### src/logic/hps_cfg.svh
`ifndef HPS_CFG_SVH
`define HPS_CFG_SVH

// clocks io_wait stays up once a word is taken downstream
`define HPS_WAIT_CYCLES 8

`define HPS_EVQ_DEPTH 4 // keyboard/mouse event slots

`endif

### src/logic/hps_pkg.sv
package hps_pkg;

	// host opcodes, first byte of a transfer
	typedef enum logic [7:0] {
		CMD_NOP        = 8'h00,
		CMD_BUTTONS    = 8'h01,
		CMD_JOY0       = 8'h02,
		CMD_JOY1       = 8'h03,
		CMD_MOUSE      = 8'h04,
		CMD_KBD        = 8'h05,
		CMD_OSD_KBD    = 8'h06,
		CMD_JOY2       = 8'h10,
		CMD_JOY3       = 8'h11,
		CMD_RTC        = 8'h22,
		CMD_VIDEO_INFO = 8'h23,
		CMD_STATUS     = 8'h25,
		CMD_PING       = 8'h2B
	} hps_cmd_e;

	typedef enum logic [1:0] {
		MOUSE_X = 2'd0,
		MOUSE_Y = 2'd1,
		KEY     = 2'd2,
		OSD_KEY = 2'd3
	} kms_kind_e;

	typedef struct packed {
		hps_cmd_e    cmd;
		logic [5:0]  idx;  // 0 = command word, sticks at 63
		logic [15:0] data;
	} host_word_t;

	typedef struct packed {
		kms_kind_e  kind;
		logic [7:0] data;
	} kms_event_t;

	typedef struct packed {
		logic [15:0] width;
		logic [15:0] height;
		logic [31:0] period; // clk_100 cycles per frame
		logic [7:0]  nres;
	} vid_meas_t;

	typedef struct packed {
		logic [1:0] buttons;
		logic [3:0] conf;
		logic [2:0] mouse_buttons;
		logic [2:0] evq_level;
	} input_state_t;

endpackage

### src/logic/host_framer.sv
`timescale 1ns/1ps
`include "hps_cfg.svh"

module host_framer (
	input  logic                clk_100,
	input  logic                reset,
	input  logic                io_ena,
	input  logic                io_strobe,
	input  logic [15:0]         io_din,
	input  logic                word_ready,
	output logic                word_valid,
	output hps_pkg::host_word_t word,
	output logic                io_wait
);
	localparam int WAIT_W = $clog2(`HPS_WAIT_CYCLES + 1);

	hps_pkg::hps_cmd_e cmd; // opcode of the running transfer
	logic [5:0] cnt;
	logic [WAIT_W-1:0] wait_cnt;
	logic take;

	assign take = io_ena && io_strobe && !io_wait;

	// opcode latch and word numbering
	always_ff @(posedge clk_100) begin
		if (reset) begin
			cmd <= hps_pkg::CMD_NOP;
			cnt <= 6'd0;
		end else if (!io_ena) begin
			cmd <= hps_pkg::CMD_NOP;
			cnt <= 6'd0;
		end else if (take) begin
			if (cnt == 6'd0) begin
				cmd <= hps_pkg::hps_cmd_e'(io_din[7:0]);
			end
			if (cnt != 6'd63) begin
				cnt <= cnt + 6'd1;
			end
		end
	end

	always_ff @(posedge clk_100) begin
		if (take) begin
			word.cmd <= (cnt == 6'd0) ? hps_pkg::hps_cmd_e'(io_din[7:0]) : cmd;
			word.idx <= cnt;
			word.data <= io_din;
		end
	end

	// hold the word until taken, then run out the wait window
	always_ff @(posedge clk_100) begin
		if (reset) begin
			word_valid <= 1'b0;
			io_wait <= 1'b0;
			wait_cnt <= '0;
		end else if (take) begin
			word_valid <= 1'b1;
			io_wait <= 1'b1;
		end else if (word_valid) begin
			if (word_ready) begin
				word_valid <= 1'b0;
				wait_cnt <= WAIT_W'(`HPS_WAIT_CYCLES);
			end
		end else if (wait_cnt != '0) begin
			wait_cnt <= wait_cnt - WAIT_W'(1);
			if (wait_cnt == WAIT_W'(1)) begin
				io_wait <= 1'b0; // last clock of the window
			end
		end
	end

endmodule

### src/logic/input_regs.sv
`timescale 1ns/1ps
`include "hps_cfg.svh"

module input_regs (
	input  logic                  clk_100,
	input  logic                  reset,
	input  logic                  word_valid,
	input  hps_pkg::host_word_t   word,
	input  logic                  kms_ready,
	output logic                  word_ready,
	output logic [15:0]           joy0,
	output logic [15:0]           joy1,
	output logic [15:0]           joy2,
	output logic [15:0]           joy3,
	output logic [63:0]           rtc,
	output hps_pkg::input_state_t state,
	output logic                  kms_valid,
	output hps_pkg::kms_event_t   kms
);
	localparam int DEPTH = `HPS_EVQ_DEPTH;
	localparam int PTR_W = $clog2(DEPTH);

	hps_pkg::kms_event_t evq [DEPTH];
	logic [PTR_W-1:0] wr_ptr;
	logic [PTR_W-1:0] rd_ptr;
	logic [2:0] level;
	logic [1:0] buttons;
	logic [3:0] conf;
	logic [2:0] mouse_buttons;
	logic ev_word;
	hps_pkg::kms_kind_e ev_kind;
	logic accept;
	logic push;
	logic pop;

	function automatic logic [PTR_W-1:0] next_ptr(input logic [PTR_W-1:0] p);
		return (p == PTR_W'(DEPTH - 1)) ? '0 : p + PTR_W'(1);
	endfunction

	// words that carry a keyboard or mouse event
	always_comb begin
		ev_word = 1'b0;
		ev_kind = hps_pkg::KEY;
		case (word.cmd)
			hps_pkg::CMD_MOUSE: begin
				ev_word = (word.idx == 6'd1) || (word.idx == 6'd2);
				ev_kind = (word.idx == 6'd2) ? hps_pkg::MOUSE_Y : hps_pkg::MOUSE_X;
			end
			hps_pkg::CMD_KBD: begin
				ev_word = word.idx == 6'd1;
				ev_kind = hps_pkg::KEY;
			end
			hps_pkg::CMD_OSD_KBD: begin
				ev_word = word.idx == 6'd1;
				ev_kind = hps_pkg::OSD_KEY;
			end
			default: ;
		endcase
	end

	assign word_ready = !(ev_word && level == 3'(DEPTH)); // stall on full queue
	assign accept = word_valid && word_ready;
	assign push = accept && ev_word;
	assign pop = kms_valid && kms_ready;
	assign kms_valid = level != 3'd0;
	assign kms = evq[rd_ptr];

	always_ff @(posedge clk_100) begin
		if (push) begin
			evq[wr_ptr] <= '{kind: ev_kind, data: word.data[7:0]};
		end
	end

	always_ff @(posedge clk_100) begin
		if (reset) begin
			wr_ptr <= '0;
			rd_ptr <= '0;
			level <= 3'd0;
		end else begin
			if (push) begin
				wr_ptr <= next_ptr(wr_ptr);
			end
			if (pop) begin
				rd_ptr <= next_ptr(rd_ptr);
			end
			level <= level + 3'(push) - 3'(pop);
		end
	end

	// register writes
	always_ff @(posedge clk_100) begin
		if (reset) begin
			buttons <= 2'd0;
			conf <= 4'd0;
			mouse_buttons <= 3'd0;
			joy0 <= 16'd0;
			joy1 <= 16'd0;
			joy2 <= 16'd0;
			joy3 <= 16'd0;
			rtc <= 64'd0;
		end else if (accept) begin
			if (word.idx == 6'd1) begin
				case (word.cmd)
					hps_pkg::CMD_BUTTONS: begin
						buttons <= word.data[1:0];
						conf <= word.data[7:4];
					end
					hps_pkg::CMD_JOY0: joy0 <= word.data;
					hps_pkg::CMD_JOY1: joy1 <= word.data;
					hps_pkg::CMD_JOY2: joy2 <= word.data;
					hps_pkg::CMD_JOY3: joy3 <= word.data;
					default: ;
				endcase
			end
			if (word.cmd == hps_pkg::CMD_MOUSE && word.idx == 6'd3) begin
				mouse_buttons <= word.data[2:0];
			end
			if (word.cmd == hps_pkg::CMD_RTC) begin
				case (word.idx) // low slice first
					6'd1: rtc[15:0] <= word.data;
					6'd2: rtc[31:16] <= word.data;
					6'd3: rtc[47:32] <= word.data;
					6'd4: rtc[63:48] <= word.data;
					default: ;
				endcase
			end
		end
	end

	assign state = '{
		buttons: buttons,
		conf: conf,
		mouse_buttons: mouse_buttons,
		evq_level: level
	};

endmodule

### src/logic/video_meter.sv
`timescale 1ns/1ps

module video_meter (
	input  logic               clk_100,
	input  logic               reset,
	input  logic               ce_pix,
	input  logic               de,
	input  logic               hs,
	input  logic               vs,
	output hps_pkg::vid_meas_t meas
);
	logic ce_r;
	logic de_r;
	logic hs_r;
	logic vs_r;
	logic hs_p;
	logic vs_p;
	logic de_p; // de at the previous pixel
	logic calch; // still on the first active line
	logic [15:0] hcnt;
	logic [15:0] vcnt;
	logic [31:0] vtime;
	logic vs_rise;
	logic hs_rise;

	always_ff @(posedge clk_100) begin
		if (reset) begin
			ce_r <= 1'b0;
			de_r <= 1'b0;
			hs_r <= 1'b0;
			vs_r <= 1'b0;
			hs_p <= 1'b0;
			vs_p <= 1'b0;
		end else begin
			ce_r <= ce_pix;
			de_r <= de;
			hs_r <= hs;
			vs_r <= vs;
			hs_p <= hs_r;
			vs_p <= vs_r;
		end
	end

	assign vs_rise = vs_r && !vs_p;
	assign hs_rise = hs_r && !hs_p;

	// pixels of the first line, active lines of the frame
	always_ff @(posedge clk_100) begin
		if (reset) begin
			de_p <= 1'b0;
			calch <= 1'b0;
			hcnt <= 16'd0;
			vcnt <= 16'd0;
		end else if (vs_rise) begin
			hcnt <= 16'd0;
			vcnt <= 16'd0;
			calch <= 1'b1;
		end else begin
			if (ce_r) begin
				de_p <= de_r;
				if (de_r && !de_p) begin
					vcnt <= vcnt + 16'd1;
				end
				if (calch && de_r) begin
					hcnt <= hcnt + 16'd1;
				end
				if (de_p && !de_r) begin
					calch <= 1'b0;
				end
			end
			if (hs_rise && hcnt != 16'd0) begin
				calch <= 1'b0; // line over at hsync too
			end
		end
	end

	always_ff @(posedge clk_100) begin
		if (reset) begin
			meas <= '0;
			vtime <= 32'd0;
		end else if (vs_rise) begin
			vtime <= 32'd0;
			meas.period <= vtime + 32'd1;
			if (hcnt != 16'd0 && vcnt != 16'd0) begin
				if (hcnt != meas.width || vcnt != meas.height) begin
					meas.nres <= meas.nres + 8'd1;
				end
				meas.width <= hcnt;
				meas.height <= vcnt;
			end
		end else begin
			vtime <= vtime + 32'd1;
		end
	end

endmodule

### src/logic/reply_mux.sv
`timescale 1ns/1ps

module reply_mux (
	input  logic                  clk_100,
	input  logic                  reset,
	input  logic                  word_valid,
	input  logic                  word_ready,
	input  hps_pkg::host_word_t   word,
	input  hps_pkg::vid_meas_t    meas,
	input  hps_pkg::input_state_t state,
	output logic [15:0]           io_dout
);
	logic [15:0] reply;

	always_comb begin
		reply = 16'h0000;
		case (word.cmd)
			hps_pkg::CMD_PING: begin
				if (word.idx == 6'd0) begin
					reply = 16'h0001;
				end
			end
			hps_pkg::CMD_VIDEO_INFO: begin
				case (word.idx)
					6'd1: reply = {8'h00, meas.nres};
					6'd2: reply = meas.width;
					6'd3: reply = meas.height;
					6'd4: reply = meas.period[15:0];
					6'd5: reply = meas.period[31:16];
					default: ;
				endcase
			end
			hps_pkg::CMD_STATUS: begin
				if (word.idx == 6'd1) begin
					reply = {4'h0, state.evq_level, state.mouse_buttons,
						state.conf, state.buttons};
				end
			end
			default: ;
		endcase
	end

	always_ff @(posedge clk_100) begin
		if (reset) begin
			io_dout <= 16'h0000;
		end else if (word_valid && word_ready) begin
			io_dout <= reply; // held until the next word
		end
	end

endmodule

### src/logic/hps_io.sv
`timescale 1ns/1ps

module hps_io (
	input  logic                clk_100,
	input  logic                reset,
	input  logic                io_ena,
	input  logic                io_strobe,
	input  logic [15:0]         io_din,
	output logic [15:0]         io_dout,
	output logic                io_wait,
	input  logic                ce_pix,
	input  logic                de,
	input  logic                hs,
	input  logic                vs,
	output logic [15:0]         joy0,
	output logic [15:0]         joy1,
	output logic [15:0]         joy2,
	output logic [15:0]         joy3,
	output logic [63:0]         rtc,
	output logic [1:0]          buttons,
	output logic [3:0]          conf,
	output logic [2:0]          mouse_buttons,
	output logic                kms_valid,
	input  logic                kms_ready,
	output hps_pkg::kms_event_t kms
);
	logic word_valid;
	logic word_ready;
	hps_pkg::host_word_t word;
	hps_pkg::input_state_t state;
	hps_pkg::vid_meas_t meas;

	host_framer u_framer (
		.clk_100    (clk_100),
		.reset      (reset),
		.io_ena     (io_ena),
		.io_strobe  (io_strobe),
		.io_din     (io_din),
		.word_ready (word_ready),
		.word_valid (word_valid),
		.word       (word),
		.io_wait    (io_wait)
	);

	input_regs u_inputs (
		.clk_100    (clk_100),
		.reset      (reset),
		.word_valid (word_valid),
		.word       (word),
		.kms_ready  (kms_ready),
		.word_ready (word_ready),
		.joy0       (joy0),
		.joy1       (joy1),
		.joy2       (joy2),
		.joy3       (joy3),
		.rtc        (rtc),
		.state      (state),
		.kms_valid  (kms_valid),
		.kms        (kms)
	);

	video_meter u_meter (
		.clk_100 (clk_100),
		.reset   (reset),
		.ce_pix  (ce_pix),
		.de      (de),
		.hs      (hs),
		.vs      (vs),
		.meas    (meas)
	);

	reply_mux u_reply (
		.clk_100    (clk_100),
		.reset      (reset),
		.word_valid (word_valid),
		.word_ready (word_ready),
		.word       (word),
		.meas       (meas),
		.state      (state),
		.io_dout    (io_dout)
	);

	assign buttons = state.buttons;
	assign conf = state.conf;
	assign mouse_buttons = state.mouse_buttons;

endmodule

### config.mk
export PLATFORM = sky130hd
export DESIGN_NAME = hps_io
export DESIGN_NICKNAME = d
export VERILOG_FILES = /design/src/logic/hps_pkg.sv /design/src/logic/host_framer.sv /design/src/logic/input_regs.sv /design/src/logic/video_meter.sv /design/src/logic/reply_mux.sv /design/src/logic/hps_io.sv
export VERILOG_INCLUDE_DIRS = /design/src /design/src/logic
export SDC_FILE = /design/constraint.sdc
export NUM_CORES = 1
export LEC_CHECK = 0
export BUFFER_PORTS_ARGS = -buffer_cell sky130_fd_sc_hd__buf_2
export CAP_MARGIN = 40
export CORE_MARGIN = 5
export CORE_UTILIZATION = 24
export DETAILED_ROUTE_END_ITERATION = 12
export GPL_ROUTABILITY_DRIVEN = 0
export HOLD_SLACK_MARGIN = 0.05
export PLACE_DENSITY = 0.48
export SYNTH_ARGS = -nofsm -noshare
export SYNTH_HDL_FRONTEND = slang
export SYNTH_HIERARCHICAL = 1
export SYNTH_SLANG_ARGS = --single-unit
### constraint.sdc
create_clock -name clk_100 -period 4 [get_ports clk_100]
set_input_delay 0.2 -clock clk_100 [delete_from_list [all_inputs] [get_ports clk_100]]
set_output_delay 0.2 -clock clk_100 [all_outputs]
set_load 0.05 [all_outputs]
==> results.sh <==
export IMPL_timing_final_crit_share_pct=83.0
export IMPL_ctsRootBufferMaster="clkbuf_16"
export IMPL_min_from="io_strobe"
export IMPL_setup_viol=0
export IMPL_postRouteAntennaNets=0
export IMPL_path_clk_slew_ns=0.06
export IMPL_tightest_slew_ns=0.833
export IMPL_avgViaCountPerCell=4.42
export IMPL_avgSynthCellArea_um2=10.4
export IMPL_slew_limit_headroom_pct=44.4
export IMPL_p_seq_share_pct=48.3
export IMPL_dpl_worst_slack_ns=0.674
export IMPL_grt_max_degree=153
export IMPL_end_kind="flip-flop"
export IMPL_hold_viol_final=0
export IMPL_clk_path_buf_depth=3
export IMPL_worst_path_most_repeated_cell="inv_1"
export IMPL_power_internal_uw=6640
export IMPL_grt_pass1_vias=12000
export IMPL_drt_wl_total_um=48300
export IMPL_drive_above_1_share_pct=18.6
export IMPL_timing_final_ws_setup_ns=0.681
export IMPL_antenna_found_initial=2
export IMPL_ys_seq_area_share_pct=51.1
export IMPL_layout_commonest_cell="dfxtp_1"
export IMPL_netlist_area_um2=16900
export IMPL_initial_core_util_pct=24.1
export IMPL_hold_slack_ns=0.288
export IMPL_grt_pass1_wl_um=72700
export IMPL_wire_per_inst_um=17.3
export IMPL_synth_cells=1630
export IMPL_timing_setup_tns_ns=0
export IMPL_pin_count=190
export IMPL_worstSetupStartpointType="flip-flop"
export IMPL_via_count=12300
export IMPL_required_ns=4.43
export IMPL_rsz0062_at_grt="no"
export IMPL_drt_iter0_markers=860
export IMPL_track_usage_pct=12.2
export IMPL_synth_edf_count=70
export IMPL_crit_slowest_cell="or4_4"
export IMPL_dpl_hpwl_um=34600
export IMPL_crit_path_max_fanout=7
export IMPL_cts_tree="built"
export IMPL_drc=0
export IMPL_startpoint="u_framer/word[19]"
export IMPL_hold_class="input port to flip-flop"
export IMPL_fillCellCount=7306
export IMPL_worst_r2r_startpoint="u_framer/word[19]"
export IMPL_ys_types=78
export IMPL_yosysWarnings=6
export IMPL_skew_ns=0.0177
export IMPL_cpPeakStageDelay_ns=0.61
export IMPL_power_per_cell_area_nw_per_um2=434
export IMPL_areaGrowthSynthToFinish_pct=20.7
export IMPL_portBuffers=189
export IMPL_final_cell_mix="326 x dfxtp_1, 188 x buf_2, 179 x mux2i_1"
export IMPL_p_switching_uw=2200
export IMPL_max_freq_mhz=301
export IMPL_drv_slew=0
export IMPL_cts_setup_buffers=0
export IMPL_crit_arrival_ns=3.75
export IMPL_worstSkewPairLatency_ns=0.58
export IMPL_crit_type="flip-flop to flip-flop"
export IMPL_fin_area_um2=20400
export IMPL_drt_pass1_iterations=5
export IMPL_synth_nets=1673
export IMPL_synth_main_ff_cell="dfxtp_1"
export IMPL_period_needed_ns=3.32
export IMPL_dieArea_um2=75700
export IMPL_ys_ff_latch=396
export IMPL_crit_chain="or4_4, or3_2, a21oi_1, buf_4, inv_1, ha_1, inv_1, ha_1, inv_1, fa_1, xor2_1, xnor2_1, nor2_1"
export IMPL_ir_drop_v=0.000340
export IMPL_switching_share_pct=24.9
export IMPL_cts_buffers=44
export IMPL_place_area_um2=18700
export IMPL_synthArstFlopShare_pct=0
export IMPL_status="completed"
export IMPL_drv_cap=0
export IMPL_core_area_um2=69900
export IMPL_comb_power_share_pct=8.0
export IMPL_htree_levels=2
export IMPL_cts_sinks=396
export IMPL_rows=97
export IMPL_power_share_clock_pct=43.7
export IMPL_grt_ovfl_total=0
export IMPL_layout_nets=1850
export IMPL_p_leak_uw=0.00788
export IMPL_die_h_um=275
export IMPL_die_x_um=275
==> through the flow <==
stage               util, %  total power [uW]  instances
floorplan                 -              4830       1630
global placement       26.7              5040       2672
detailed placement     26.8              5050       2676
CTS                    29.1              8990       2781
global route           29.1              9230       2782
finish                 29.1              8830       2785
==> path summary, 6_finish.rpt <==
path | end | slack [ns] | depth (start not counted)
max | u_inputs/level[2] | 0.68 | 13
max reg2reg | u_inputs/level[2] | 0.68 | 13
min reg2reg | u_inputs/joy0[3] | 0.45 | 2
min | u_framer/io_wait | 0.29 | 3
==> repair_timing <==
action / CTS / global route
setup endpoints to repair: 0 / 0
hold buffers: 25 / 0
hold endpoints to repair: 50 / 0
gates resized for setup: 0 / 0
==> synth_stat cells, drive strengths merged, types with 2 or more instances <==
master | n | area (um^2)
nand2b | 115 | 719
edfxtp | 70 | 2100
xor2 | 43 | 377
or3b | 4 | 35.0
nand4 | 38 | 265
nand2 | 124 | 465
or4 | 5 | 45.0
nor4bb | 2 | 20.0
nor2 | 176 | 666
nand3b | 4 | 30.0
a22oi | 12 | 95.1
inv | 23 | 86.3
and2 | 6 | 37.5
o211ai | 12 | 90.1
or3 | 6 | 38.8
mux4 | 10 | 225
or4b | 3 | 33.8
nor4b | 3 | 26.3
a31oi | 8 | 50.1
ha | 17 | 213
a21oi | 64 | 324
nor4 | 16 | 166
clkbuf | 64 | 250
buf | 37 | 238
nor3 | 35 | 206
xnor2 | 51 | 447
o21ai | 7 | 35.0
mux2 | 11 | 124
mux2i | 179 | 1790
a31o | 2 | 17.5
nor3b | 18 | 135
o31ai | 3 | 22.5
nand3 | 41 | 215
a211oi | 34 | 260
nor2b | 14 | 87.6
and3 | 14 | 93.8
dfxtp | 326 | 6530
a21o | 2 | 15.0
or2b | 9 | 77.6
and4 | 9 | 83.8
==> per-layer routing <==
| layer | global-route usage, % | up-vias | share of wire, % |
|---|---|---|---|
| li1 | - | 6050 | - |
| met1 | 16.1 | 5924 | 46 |
| met2 | 20.2 | 258 | 47 |
| met3 | 2.38 | 70 | 4.7 |
| met4 | 3.74 | 0 | 2.8 |
| met5 | 0 | - | 0 |
==> critical path: cells and delay by family, from the launching register on <==
| family | cells | cell delay (ns) |
|---|---|---|
| simple gates | 3 | 1.15 |
| fa+ha+maj | 3 | 0.80 |
| flops | 1 | 0.43 |
| buf+inv | 4 | 0.34 |
| xor+xnor | 2 | 0.30 |
| compound gates | 1 | 0.18 |
==> area by class of cell <==
cell class                      count  area (um^2)  share of cell area (%)
Antenna cell                        4         10.0                  0.0492
Multi-Input combinational cell   1109         7690                    37.8
Sequential cell                   396         8630                    42.4
Clock buffer                       67         1280                    6.28
Clock inverter                     13         95.1                   0.467
Timing Repair Buffer              233         1390                    6.82
Tap cell                          940         1180                    5.78
Inverter                           23         86.3                   0.424
==> cells by family (layout without fill, tap and decap cells) <==
family	count (synthesis)	in the layout	synth area share (%)
and+or+nand+nor	645	645	20.6
DFF	396	396	51.1
muxes	200	200	12.7
AOI/OAI and AO/OA	152	152	5.84
buffers and inverters	125	336	3.46
xor gates and xnor gates	94	94	4.88
adders and majority gates	18	18	1.38
other	0	4	0
==> sequential cells by signal, indices dropped and copies added (netlist names), 30 cells and up, named ones only <==
register and cells:
u_meter/meas 72, u_inputs/evq 40, u_meter/vtime 32, u_framer/word 30, u_inputs/rtc 64
==> power groups by stage <==
| stage | Clock [uW] | Sequential [uW] | Combinational, uW |
|---|---|---|---|
| 6_report | 3860 | 4260 | 707 |
| 3_5_place_dp | 0 | 4350 | 701 |
| 4_1_cts | 4000 | 4270 | 725 |
| 2_1_floorplan | 0 | 4290 | 546 |
| 3_3_place_gp | 0 | 4350 | 690 |
| 5_1_grt | 4170 | 4280 | 777 |
No activity file was read; power rests on OpenSTA's default activity.
